<file path="src/logic/proc_defines.svh">
// ####################
// Processor constants
// Widths, instruction field positions and fetch constants
// ####################
`ifndef PROC_DEFINES_SVH
`define PROC_DEFINES_SVH

`define PROC_WORD_W 16
`define PROC_REG_SEL_W 3
`define PROC_NUM_REGS 8
`define PROC_OPCODE_W 5
`define PROC_IMM5_W 5
`define PROC_IMM8_W 8
`define PROC_FUNCT_W 2

// Field positions, low bit of each
`define PROC_OPC_LSB 11
`define PROC_RS_LSB 8
`define PROC_RT_LSB 5
`define PROC_RD_LSB 2

`define PROC_PC_STEP 2
`define PROC_RESET_PC 0

`endif

</file>
<file path="src/logic/proc_pkg.sv">
// ####################
// Processor package
// Word types and the enums shared by the pipeline stages
// ####################
`include "proc_defines.svh"

package proc_pkg;

	typedef logic [`PROC_WORD_W-1:0] word_t;
	typedef logic [`PROC_WORD_W-1:0] instr_t;
	typedef logic [`PROC_REG_SEL_W-1:0] reg_sel_t;

	// Opcodes still implemented
	typedef enum logic [`PROC_OPCODE_W-1:0] {
		OP_HALT = 5'b00000,
		OP_NOP = 5'b00001,
		OP_ADDI = 5'b01000,
		OP_SUBI = 5'b01001,
		OP_SLBI = 5'b10010,
		OP_LBI = 5'b11000,
		OP_RTYPE = 5'b11011
	} opcode_e;

	typedef enum logic [2:0] {
		ALU_ADD,
		ALU_RSUB,
		ALU_XOR,
		ALU_ANDN,
		ALU_PASS_B,
		ALU_SLBI
	} alu_op_e;

	typedef enum logic [1:0] {
		FWD_NONE,
		FWD_MEM,
		FWD_WB
	} fwd_sel_e;

	typedef enum logic {
		FETCH_RUN,
		FETCH_FROZEN
	} fetch_state_e;

endpackage

</file>
<file path="src/logic/decode_stage.sv">
// ####################
// Decode stage
// Field split, control decode, immediates and the decode/execute register
// ####################
`timescale 1ns/1ps
`include "proc_defines.svh"

module decode_stage (
	input logic clk,
	input logic rst_n,
	input proc_pkg::instr_t fd_instr,
	input proc_pkg::word_t rs_data,
	input proc_pkg::word_t rt_data,
	output proc_pkg::reg_sel_t rs_sel,
	output proc_pkg::reg_sel_t rt_sel,
	output logic halt_decoded,
	output logic err,
	output proc_pkg::alu_op_e x_op,
	output proc_pkg::word_t x_a,
	output proc_pkg::word_t x_b,
	output logic x_b_is_reg,
	output proc_pkg::reg_sel_t x_rs,
	output proc_pkg::reg_sel_t x_rt,
	output proc_pkg::reg_sel_t x_rd,
	output logic x_wr_en,
	output logic x_halt
);

	proc_pkg::opcode_e opcode;
	logic [`PROC_FUNCT_W-1:0] funct;
	proc_pkg::reg_sel_t rd_sel;
	logic [`PROC_IMM5_W-1:0] imm5;
	logic [`PROC_IMM8_W-1:0] imm8;
	proc_pkg::reg_sel_t dst_sel;
	proc_pkg::alu_op_e op;
	proc_pkg::word_t b_val;
	logic b_is_reg;
	logic wr_en;

	assign opcode = proc_pkg::opcode_e'(fd_instr[`PROC_OPC_LSB +: `PROC_OPCODE_W]);
	assign funct = fd_instr[`PROC_FUNCT_W-1:0];
	assign rs_sel = fd_instr[`PROC_RS_LSB +: `PROC_REG_SEL_W];
	assign rt_sel = fd_instr[`PROC_RT_LSB +: `PROC_REG_SEL_W];
	assign rd_sel = fd_instr[`PROC_RD_LSB +: `PROC_REG_SEL_W];
	assign imm5 = fd_instr[`PROC_IMM5_W-1:0];
	assign imm8 = fd_instr[`PROC_IMM8_W-1:0];

	assign halt_decoded = (opcode == proc_pkg::OP_HALT);

	always_comb begin
		op = proc_pkg::ALU_ADD;
		wr_en = 1'b1;
		dst_sel = rt_sel;
		b_is_reg = 1'b0;
		b_val = {{(`PROC_WORD_W - `PROC_IMM5_W){imm5[`PROC_IMM5_W-1]}}, imm5};
		err = 1'b0;
		case (opcode)
			proc_pkg::OP_HALT,
			proc_pkg::OP_NOP: wr_en = 1'b0;
			proc_pkg::OP_ADDI: op = proc_pkg::ALU_ADD;
			// imm5 - Rs
			proc_pkg::OP_SUBI: op = proc_pkg::ALU_RSUB;
			proc_pkg::OP_LBI: begin
				op = proc_pkg::ALU_PASS_B;
				dst_sel = rs_sel;
				b_val = {{(`PROC_WORD_W - `PROC_IMM8_W){imm8[`PROC_IMM8_W-1]}}, imm8};
			end
			proc_pkg::OP_SLBI: begin
				op = proc_pkg::ALU_SLBI;
				dst_sel = rs_sel;
				b_val = {{(`PROC_WORD_W - `PROC_IMM8_W){1'b0}}, imm8};
			end
			proc_pkg::OP_RTYPE: begin
				dst_sel = rd_sel;
				b_is_reg = 1'b1;
				b_val = rt_data;
				case (funct)
					2'b00: op = proc_pkg::ALU_ADD;
					2'b01: op = proc_pkg::ALU_RSUB;
					2'b10: op = proc_pkg::ALU_XOR;
					default: op = proc_pkg::ALU_ANDN;
				endcase
			end
			// Undefined opcode goes on as a bubble
			default: begin
				wr_en = 1'b0;
				err = 1'b1;
			end
		endcase
	end

	always_ff @(posedge clk or negedge rst_n) begin
		if (!rst_n) begin
			x_op <= proc_pkg::ALU_ADD;
			x_b_is_reg <= 1'b0;
			x_rs <= '0;
			x_rt <= '0;
			x_rd <= '0;
			x_wr_en <= 1'b0;
			x_halt <= 1'b0;
		end else begin
			x_op <= op;
			x_b_is_reg <= b_is_reg;
			x_rs <= rs_sel;
			x_rt <= rt_sel;
			x_rd <= dst_sel;
			x_wr_en <= wr_en;
			x_halt <= halt_decoded;
		end
	end

	// Operand values
	always_ff @(posedge clk) begin
		x_a <= rs_data;
		x_b <= b_val;
	end

endmodule

</file>
<file path="src/logic/execute_stage.sv">
// ####################
// Execute stage
// Forwarding muxes, ALU and the execute/memory register
// ####################
`timescale 1ns/1ps
`include "proc_defines.svh"

module execute_stage (
	input logic clk,
	input logic rst_n,
	input proc_pkg::alu_op_e x_op,
	input proc_pkg::word_t x_a,
	input proc_pkg::word_t x_b,
	input logic x_wr_en,
	input proc_pkg::reg_sel_t x_rd,
	input logic x_halt,
	input proc_pkg::fwd_sel_e fwd_a,
	input proc_pkg::fwd_sel_e fwd_b,
	input proc_pkg::word_t wb_data,
	output logic m_wr_en,
	output proc_pkg::reg_sel_t m_rd,
	output proc_pkg::word_t m_result,
	output logic m_halt
);

	proc_pkg::word_t a;
	proc_pkg::word_t b;
	proc_pkg::word_t alu_out;

	function automatic proc_pkg::word_t operand_mux(
		input proc_pkg::fwd_sel_e sel,
		input proc_pkg::word_t own,
		input proc_pkg::word_t mem_val,
		input proc_pkg::word_t wb_val
	);
		case (sel)
			proc_pkg::FWD_MEM: return mem_val;
			proc_pkg::FWD_WB: return wb_val;
			default: return own;
		endcase
	endfunction

	assign a = operand_mux(fwd_a, x_a, m_result, wb_data);
	assign b = operand_mux(fwd_b, x_b, m_result, wb_data);

	always_comb begin
		case (x_op)
			proc_pkg::ALU_ADD: alu_out = a + b;
			proc_pkg::ALU_RSUB: alu_out = b - a;
			proc_pkg::ALU_XOR: alu_out = a ^ b;
			proc_pkg::ALU_ANDN: alu_out = a & ~b;
			// Low byte of Rs moves up, imm8 fills the bottom
			proc_pkg::ALU_SLBI: alu_out = {a[`PROC_WORD_W-`PROC_IMM8_W-1:0],
				b[`PROC_IMM8_W-1:0]};
			default: alu_out = b;
		endcase
	end

	always_ff @(posedge clk or negedge rst_n) begin
		if (!rst_n) begin
			m_wr_en <= 1'b0;
			m_rd <= '0;
			m_halt <= 1'b0;
		end else begin
			m_wr_en <= x_wr_en;
			m_rd <= x_rd;
			m_halt <= x_halt;
		end
	end

	always_ff @(posedge clk) begin
		m_result <= alu_out;
	end

endmodule

</file>
<file path="src/logic/fetch_stage.sv">
// ####################
// Fetch stage
// PC counter, freeze FSM and the fetch/decode register
// ####################
`timescale 1ns/1ps
`include "proc_defines.svh"

module fetch_stage (
	input logic clk,
	input logic rst_n,
	input proc_pkg::instr_t imem_data,
	input logic halt_decoded,
	output proc_pkg::word_t imem_addr,
	output proc_pkg::instr_t fd_instr
);

	// Bubble fed to decode after reset and once frozen
	localparam proc_pkg::instr_t NOP_INSTR =
		{proc_pkg::OP_NOP, {(`PROC_WORD_W - `PROC_OPCODE_W){1'b0}}};

	proc_pkg::fetch_state_e state;
	proc_pkg::word_t pc;
	logic run;

	// HALT in decode already blocks this edge
	assign run = (state == proc_pkg::FETCH_RUN) && !halt_decoded;
	assign imem_addr = pc;

	always_ff @(posedge clk or negedge rst_n) begin
		if (!rst_n) begin
			state <= proc_pkg::FETCH_RUN;
		end else begin
			case (state)
				proc_pkg::FETCH_RUN: begin
					if (halt_decoded) begin
						state <= proc_pkg::FETCH_FROZEN;
					end
				end
				// Only reset leaves the frozen state
				default: state <= proc_pkg::FETCH_FROZEN;
			endcase
		end
	end

	always_ff @(posedge clk or negedge rst_n) begin
		if (!rst_n) begin
			pc <= proc_pkg::word_t'(`PROC_RESET_PC);
			fd_instr <= NOP_INSTR;
		end else if (run) begin
			pc <= pc + proc_pkg::word_t'(`PROC_PC_STEP);
			fd_instr <= imem_data;
		end else begin
			fd_instr <= NOP_INSTR;
		end
	end

endmodule

</file>
<file path="src/logic/forward_unit.sv">
// ####################
// Forwarding unit
// Picks each execute operand's source from the later stages
// ####################
`timescale 1ns/1ps
`include "proc_defines.svh"

module forward_unit (
	input proc_pkg::reg_sel_t x_rs,
	input proc_pkg::reg_sel_t x_rt,
	input logic x_b_is_reg,
	input logic m_wr_en,
	input proc_pkg::reg_sel_t m_rd,
	input logic wb_en,
	input proc_pkg::reg_sel_t wb_reg,
	output proc_pkg::fwd_sel_e fwd_a,
	output proc_pkg::fwd_sel_e fwd_b
);

	// Younger producer in memory beats the one in writeback
	function automatic proc_pkg::fwd_sel_e pick_source(
		input proc_pkg::reg_sel_t src,
		input logic mem_en,
		input proc_pkg::reg_sel_t mem_dst,
		input logic wr_en,
		input proc_pkg::reg_sel_t wr_dst
	);
		if (mem_en && mem_dst == src) begin
			return proc_pkg::FWD_MEM;
		end else if (wr_en && wr_dst == src) begin
			return proc_pkg::FWD_WB;
		end
		return proc_pkg::FWD_NONE;
	endfunction

	assign fwd_a = pick_source(x_rs, m_wr_en, m_rd, wb_en, wb_reg);

	// Immediate operands never forward
	assign fwd_b = x_b_is_reg ? pick_source(x_rt, m_wr_en, m_rd, wb_en, wb_reg)
		: proc_pkg::FWD_NONE;

endmodule

</file>
<file path="src/logic/proc.sv">
// ####################
// 16-bit pipelined processor
// Fetch, decode, execute, memory and writeback with operand forwarding
// ####################
`timescale 1ns/1ps
`include "proc_defines.svh"

module proc (
	input logic clk,
	input logic rst_n,
	input proc_pkg::instr_t imem_data,
	output proc_pkg::word_t imem_addr,
	output logic wb_en,
	output proc_pkg::reg_sel_t wb_reg,
	output proc_pkg::word_t wb_data,
	output logic halted,
	output logic err
);

	// Fetch to decode
	proc_pkg::instr_t fd_instr;
	logic halt_decoded;

	// Register file reads
	proc_pkg::reg_sel_t rs_sel;
	proc_pkg::reg_sel_t rt_sel;
	proc_pkg::word_t rs_data;
	proc_pkg::word_t rt_data;

	// Decode/execute register
	proc_pkg::alu_op_e x_op;
	proc_pkg::word_t x_a;
	proc_pkg::word_t x_b;
	logic x_b_is_reg;
	proc_pkg::reg_sel_t x_rs;
	proc_pkg::reg_sel_t x_rt;
	proc_pkg::reg_sel_t x_rd;
	logic x_wr_en;
	logic x_halt;

	proc_pkg::fwd_sel_e fwd_a;
	proc_pkg::fwd_sel_e fwd_b;

	// Execute/memory register
	logic m_wr_en;
	proc_pkg::reg_sel_t m_rd;
	proc_pkg::word_t m_result;
	logic m_halt;

	fetch_stage u_fetch (
		.clk(clk),
		.rst_n(rst_n),
		.imem_data(imem_data),
		.halt_decoded(halt_decoded),
		.imem_addr(imem_addr),
		.fd_instr(fd_instr)
	);

	decode_stage u_decode (
		.clk(clk),
		.rst_n(rst_n),
		.fd_instr(fd_instr),
		.rs_data(rs_data),
		.rt_data(rt_data),
		.rs_sel(rs_sel),
		.rt_sel(rt_sel),
		.halt_decoded(halt_decoded),
		.err(err),
		.x_op(x_op),
		.x_a(x_a),
		.x_b(x_b),
		.x_b_is_reg(x_b_is_reg),
		.x_rs(x_rs),
		.x_rt(x_rt),
		.x_rd(x_rd),
		.x_wr_en(x_wr_en),
		.x_halt(x_halt)
	);

	reg_file u_rf (
		.clk(clk),
		.rst_n(rst_n),
		.rs_sel(rs_sel),
		.rt_sel(rt_sel),
		.wb_en(wb_en),
		.wb_reg(wb_reg),
		.wb_data(wb_data),
		.rs_data(rs_data),
		.rt_data(rt_data)
	);

	forward_unit u_fwd (
		.x_rs(x_rs),
		.x_rt(x_rt),
		.x_b_is_reg(x_b_is_reg),
		.m_wr_en(m_wr_en),
		.m_rd(m_rd),
		.wb_en(wb_en),
		.wb_reg(wb_reg),
		.fwd_a(fwd_a),
		.fwd_b(fwd_b)
	);

	execute_stage u_execute (
		.clk(clk),
		.rst_n(rst_n),
		.x_op(x_op),
		.x_a(x_a),
		.x_b(x_b),
		.x_wr_en(x_wr_en),
		.x_rd(x_rd),
		.x_halt(x_halt),
		.fwd_a(fwd_a),
		.fwd_b(fwd_b),
		.wb_data(wb_data),
		.m_wr_en(m_wr_en),
		.m_rd(m_rd),
		.m_result(m_result),
		.m_halt(m_halt)
	);

	retire_stage u_retire (
		.clk(clk),
		.rst_n(rst_n),
		.m_wr_en(m_wr_en),
		.m_rd(m_rd),
		.m_result(m_result),
		.m_halt(m_halt),
		.wb_en(wb_en),
		.wb_reg(wb_reg),
		.wb_data(wb_data),
		.halted(halted)
	);

endmodule

</file>
<file path="src/logic/reg_file.sv">
// ####################
// Register file
// Eight registers, writes pass straight through to same-cycle reads
// ####################
`timescale 1ns/1ps
`include "proc_defines.svh"

module reg_file (
	input logic clk,
	input logic rst_n,
	input proc_pkg::reg_sel_t rs_sel,
	input proc_pkg::reg_sel_t rt_sel,
	input logic wb_en,
	input proc_pkg::reg_sel_t wb_reg,
	input proc_pkg::word_t wb_data,
	output proc_pkg::word_t rs_data,
	output proc_pkg::word_t rt_data
);

	proc_pkg::word_t regs [`PROC_NUM_REGS];

	always_ff @(posedge clk or negedge rst_n) begin
		if (!rst_n) begin
			for (int i = 0; i < `PROC_NUM_REGS; i++) begin
				regs[i] <= '0;
			end
		end else if (wb_en) begin
			regs[wb_reg] <= wb_data;
		end
	end

	// Bypass covers a producer three slots ahead
	assign rs_data = (wb_en && wb_reg == rs_sel) ? wb_data : regs[rs_sel];
	assign rt_data = (wb_en && wb_reg == rt_sel) ? wb_data : regs[rt_sel];

endmodule

</file>
<file path="src/logic/retire_stage.sv">
// ####################
// Retire stage
// Memory/writeback register and the sticky halt flag
// ####################
`timescale 1ns/1ps
`include "proc_defines.svh"

module retire_stage (
	input logic clk,
	input logic rst_n,
	input logic m_wr_en,
	input proc_pkg::reg_sel_t m_rd,
	input proc_pkg::word_t m_result,
	input logic m_halt,
	output logic wb_en,
	output proc_pkg::reg_sel_t wb_reg,
	output proc_pkg::word_t wb_data,
	output logic halted
);

	// HALT sitting in the writeback slot
	logic w_halt;

	always_ff @(posedge clk or negedge rst_n) begin
		if (!rst_n) begin
			wb_en <= 1'b0;
			wb_reg <= '0;
			w_halt <= 1'b0;
			halted <= 1'b0;
		end else begin
			wb_en <= m_wr_en;
			wb_reg <= m_rd;
			w_halt <= m_halt;
			// Set as HALT leaves, held until reset
			if (w_halt) begin
				halted <= 1'b1;
			end
		end
	end

	always_ff @(posedge clk) begin
		wb_data <= m_result;
	end

endmodule

</file>
<file path="config.mk">
export PLATFORM = sky130hd
export DESIGN_NAME = proc
export DESIGN_NICKNAME = d
export VERILOG_FILES = /design/src/logic/proc_pkg.sv /design/src/logic/decode_stage.sv /design/src/logic/execute_stage.sv /design/src/logic/fetch_stage.sv /design/src/logic/forward_unit.sv /design/src/logic/proc.sv /design/src/logic/reg_file.sv /design/src/logic/retire_stage.sv
export VERILOG_INCLUDE_DIRS = /design/src /design/src/logic
export SDC_FILE = /design/constraint.sdc
export NUM_CORES = 1
export LEC_CHECK = 0
export BUFFER_PORTS_ARGS = -buffer_cell sky130_fd_sc_hd__buf_2
export CAP_MARGIN = 15
export CELL_PAD_IN_SITES_DETAIL_PLACEMENT = 0
export CELL_PAD_IN_SITES_GLOBAL_PLACEMENT = 2
export CORE_UTILIZATION = 29
export CTS_CLUSTER_SIZE = 12
export DETAILED_ROUTE_END_ITERATION = 12
export GPL_TIMING_DRIVEN = 1
export PLACE_DENSITY_LB_ADDON = 0.05
export SLEW_MARGIN = 20
export SYNTH_ARGS = -nofsm -noshare
export SYNTH_HDL_FRONTEND = slang
export SYNTH_SLANG_ARGS = --single-unit
</file>
<file path="constraint.sdc">
create_clock -name clk -period 5.7 [get_ports clk]
set_input_delay 1.14 -clock clk [delete_from_list [all_inputs] [get_ports clk]]
set_output_delay 1.14 -clock clk [all_outputs]
set_load 0.005 [all_outputs]
</file>
-- After elaboration in Yosys (flattened, before gate mapping)
Cells that the tools add are included.
- register bits: 251
- input bits: 18
- output and inout bits: 38
- word-level logic and storage cells: 115
- add/subtract/negate cells: 3
- order comparisons: 4
- equality and inequality tests: 22
- mux-type cells: 35
- bitwise operators: 7
- reduce and logical (&&, ||, !) cells: 15
- operator list (operator ; number):
    bitwise mux 128 bit ; 1
    2-to-1 mux 16 bit ; 8
    binary-select mux 16 bit (select 3 bit) ; 2
    case mux 16 bit (5 select lines) ; 1
    case mux 16 bit (2 select lines) ; 2
    demux 16 bit (select 3 bit) ; 1
    case mux 16 bit (3 select lines) ; 1
    == test 3 bit ; 6
    adder 16 bit ; 1
    adder 16 x 2 -> 16 bit (second input constant) ; 1
    AND 16 bit ; 1
    inverter 16 bit ; 1
    subtractor 16 bit ; 1
    bitwise XOR 16 bit ; 1
    == test 5 bit (second input constant) ; 3
    2-to-1 mux 2 bit ; 7
    >= comparator 4 bit (second input constant) ; 3
    inverter 3 -> 4 bit ; 3
    case mux 3 bit (4 select lines) ; 1
    == test 5 x 4 -> 1 bit (second input constant) ; 2
    2-to-1 mux 1 bit ; 9
    logical AND 1 bit ; 8
    OR reduction 7 bit ; 1
    == test 2 x 1 -> 1 bit (second input constant) ; 3
    15 further kinds ; 18

-- Depth between registers and ports, before layout
- depth in word-level cells: 11
- gate-level depth with buffers: 22
- gate-level depth less buffers: 19

-- Cells and area by module
From an unflattened synthesis, not the netlist that was laid out.
- cells, all modules: 1123
- area, all modules: 13998.4 um2
- by module, submodules not included (module ; instances ; cells each ; area each (um2)):
    reg_file ; 1 ; 452 ; 7533.5
    execute_stage ; 1 ; 412 ; 3002.9
    decode_stage ; 1 ; 120 ; 1526.5
    fetch_stage ; 1 ; 96 ; 1298.7
    retire_stage ; 1 ; 23 ; 476.7
    forward_unit ; 1 ; 20 ; 160.2

-- Least setup slack after synthesis
No wires, ideal clock.
- kind: register to register
- start: reg u_retire.wb_reg[2]
- end: reg u_execute.m_result[13]
- library setup time: 0.070 ns
- arrival: 4.227 ns
- data required time: 5.630 ns
- setup slack: 1.403 ns
- stages on the path, launching flop included: 21
- clock period less this slack: 4.297 ns
- path through: dfrtp_1 > buf_6 > xor2_4 > or4_4 > buf_6 > buf_6 > mux2i_1 > nor2_1 > a21oi_1 > ha_1 > a21oi_1 > ha_1 > nor2b_1 > o21ai_0 > a21boi_0 > o41ai_1 > o211ai_1 > a41oi_1 > xnor2_1 > nand2_1 > a21oi_1
- longest elaborated chain between the ends: 11
- elaborated cells between the ends (all ways): 23
- those cells by class: add/sub: 2; eq/ne: 6; mux: 10; bitwise: 3; reduce/logical: 2
- ends and longest elaborated chain (item ; RTL line ; source):
    from (decl) ; retire_stage.sv:16 ; output proc_pkg::reg_sel_t wb_reg,
    from (signal assigned) ; retire_stage.sv:32 ; wb_reg <= m_rd;
    parallel branches: the longest is 10 deep, another holds subtractor 16 bit ; - ;
    case mux 16 bit (5 select lines) * ; execute_stage.sv:47 ; case (x_op)
    via u_execute.alu_out[13] ; execute_stage.sv:28 ; proc_pkg::word_t alu_out;
    to (signal assigned) ; execute_stage.sv:72 ; m_result <= alu_out;
    to (decl) ; execute_stage.sv:22 ; output proc_pkg::word_t m_result,
Mark *: on every way through the listed nets, which the timed path passes.
A chain may end at the register's enable or synchronous reset.

-- Worst setup path in the final report
- start: reg u_retire.wb_reg[0]
- end: reg u_execute.m_result[15]
Same word-level chain as after synthesis.

==> results.cfg <==
[run_status]
outcome = completed

[floorplan]
fp.coreArea_mm2 = 0.0454
rows = 78
dieHeight_um = 217
ios = 56
start_util_pct = 29.4
die_w_um = 217
die-area_mm2 = 0.0469

[sta]
maxSlewHeadroom_pct = 26.5
fin_skew_ns = 0.0133
hold_viol = 0
worst_slack_ns = 0.712
worst_pin_slew_ns = 1.10
setup_tns_ns = 0
clock.fmax_mhz = 200
period_minus_slack_ns = 4.99
slew_viol_final = 0
setup_viol = 0
period_share_pct = 87.5
rsz0062_at_grt = false

[routing]
vias = 9130
detail_route.wl_per_cell_um = 22.4
dr.pass1.iters = 4
wl_mm = 41.2
drt_iter0_drc = 482
avgViaCountPerCell = 4.96
drtAntennaViolNets = 0
post-route-drc-count = 0

[run]
cap_viol_max_count = 0

[worst_setup_path]
r2r-end = u_execute.m_result[15]
cp_max_fo = 21
critPathKind = register to register
path_buf_inv = 1
cp_cell_sequence = xor2_1 -> or4_4 -> mux2i_1 -> nor2_1 -> a21oi_1 -> ha_1 -> a21oi_1 -> ha_1 -> nor2b_1 -> o21ai_0 -> a21boi_0 -> o41ai_1 -> buf_4 -> o21ai_0 -> nand2_1 -> o31ai_1 -> xnor2_1 -> o21ai_1
reg2reg_depth = 18
critPathLaunchType = register
cpPeakStageDelay_ns = 0.67
reg2reg_slack_ns = 0.71
rr_startpoint = u_retire.wb_reg[0]
critical_path_required_ns = 6.17
cp-end-kind = register
cpMaxStageDelayCell = dfrtp_1
crit_family = compound AO/OA/AOI/OAI gates
crit_arrival_ns = 5.45

[placed_design]
port_buffers = 54
place_ws_ns = 0.743
gp_congestion = 0.757
dpl-instance-area_mm2 = 0.0143
dpl.hpwl_mm = 27.6
dp_cells = 1778

[finish]
largest-register = u_rf.regs
mostFrequentLayoutCells = 181 x dfrtp_1, 128 x mux2_2, 91 x nand2_1
final_common_cell = dfrtp_1
design_area_mm2 = 0.0152
fin_cells = 1839
area_growth_syn_to_layout_pct = 13.9
multi_input_area_mm2 = 0.00692
seq_area_mm2 = 0.00594
layout.nets = 1263
drive_above_1_share_pct = 27.4
fill_cells = 4619
largest_register_ffs = 128

[cts]
cts-root-buf = clkbuf_16
cts.reportedPaths.clkPinSlew_ns = 0.06
ctsResizeCount = 0
cts-htree-levels = 1
hold_buffers = 0
clkLatencyLatePin_ns = 0.59
cts_buffers = 31
post_cts_buffers = 0
clk_path_buf_depth = 3
cts_tree = built
cts_num_sinks = 250

[pwr]
p_total_uw = 7520
p_leak_uw = 0.00670
ir_drop_mv = 0.239
powerDensity_mw_per_mm2 = 494

[yosys]
ys_seq_elements = 250
avgSynthCellArea_um2 = 11.3
netlist_instances = 1177
yosys.cell_types.count = 70
syn_nets = 1229
synthFlopType = dfrtp_1
synthArstFlopShare_pct = 74.4
ys_seq_area_share_pct = 44.5
synth_edf_count = 0
yosysWarnings = 0
synth_area_mm2 = 0.0134

[min_path]
hold_path.class = register to register
hp-start = u_decode.x_wr_en
hold_end = u_execute.m_wr_en
whs_path_depth = 0

[grt]
busiest_layer = met2
use_met3_pct = 1.91
grt.overflow.total = 0
track_usage_pct = 17.9
antenna_found_initial = 1
grt_start_max_net_pins = 111
grt_pass1_wl_mm = 63.0
grt_util_met1_pct = 25.0
grt_pass1_vias = 9505
grtUsageMet2_pct = 29.3
## routing by layer
metal  part of all wire (%)  wire, µm  up-vias
li1                       -         -     4339
met2                     47     19300      115
met4                    2.7      1100        0
met1                     48     19900     4622
met3                    2.4       979       54
met5                      0         0        -
## power by group
part / internal (µW) / switching, µW / leakage [µW]
Clock: 1030 / 776 / 0.000440
Sequential: 2240 / 651 / 0.00305
Combinational: 1350 / 1460 / 0.00321
## cell type report
class,count,share of cell area [%]
antenna,3,0.0494
clock inverter,5,0.189
tap,600,4.94
multi-input combinational,797,45.5
sequential,250,39.1
timing repair buffer,83,3.27
inverter,48,1.19
clock buffer,53,5.78
## worst max-delay path by stage
| stage | startpoint | end | slack (ns) | depth (start not counted) |
|---|---|---|---|---|
| finish | u_retire.wb_reg[0] | u_execute.m_result[15] | 0.71 | 18 |
| CTS | u_retire.wb_reg[0] | u_execute.m_result[15] | 0.70 | 18 |
| global route | u_retire.wb_reg[0] | u_execute.m_result[13] | 0.22 | 18 |
| floorplan | u_retire.wb_reg[2] | u_execute.m_result[13] | 1.40 | 20 |
| global placement | u_retire.wb_reg[0] | u_execute.m_result[13] | 0.93 | 18 |
| detailed placement | u_retire.wb_reg[0] | u_execute.m_result[15] | 0.74 | 18 |
## cell usage after synthesis, drive strengths merged (13+ instances only)
| master | instances | area, µm² |
|---|---|---|
| dfrtp | 185 | 4630 |
| clkbuf | 66 | 248 |
| mux4 | 64 | 1440 |
| buf | 16 | 86.3 |
| mux2i | 51 | 523 |
| a21oi | 60 | 304 |
| o21ai | 52 | 260 |
| inv | 47 | 176 |
| xor2 | 16 | 159 |
| nor2 | 72 | 273 |
| dfxtp | 64 | 1280 |
| xnor2 | 43 | 377 |
| nand2 | 91 | 342 |
| and2 | 19 | 119 |
| ha | 33 | 413 |
| mux2 | 131 | 1480 |
| nand3 | 13 | 70.1 |
## logic make-up after synthesis
group / synth area share (%)
flip-flops: 44.5
AO/OA/AOI/OAI: 9.33
adder cells (fa/ha/maj): 3.24
multiplexers: 25.8
buffers and inverters: 3.85
AND/OR/NAND/NOR: 9.25
other: 0.0281
XOR/XNOR: 4.01
## stage by stage
| stage | utilization, % | hold WS, ns |
|---|---|---|
| after global placement | 31.5 | 0.338 |
| after floorplan | - | 0.331 |
| after CTS | 33.5 | 0.354 |
| final | 33.5 | 0.349 |
| after global routing | 33.5 | 0.356 |
| after detailed placement | 31.5 | 0.338 |
Power figures use the tool's default switching activity.
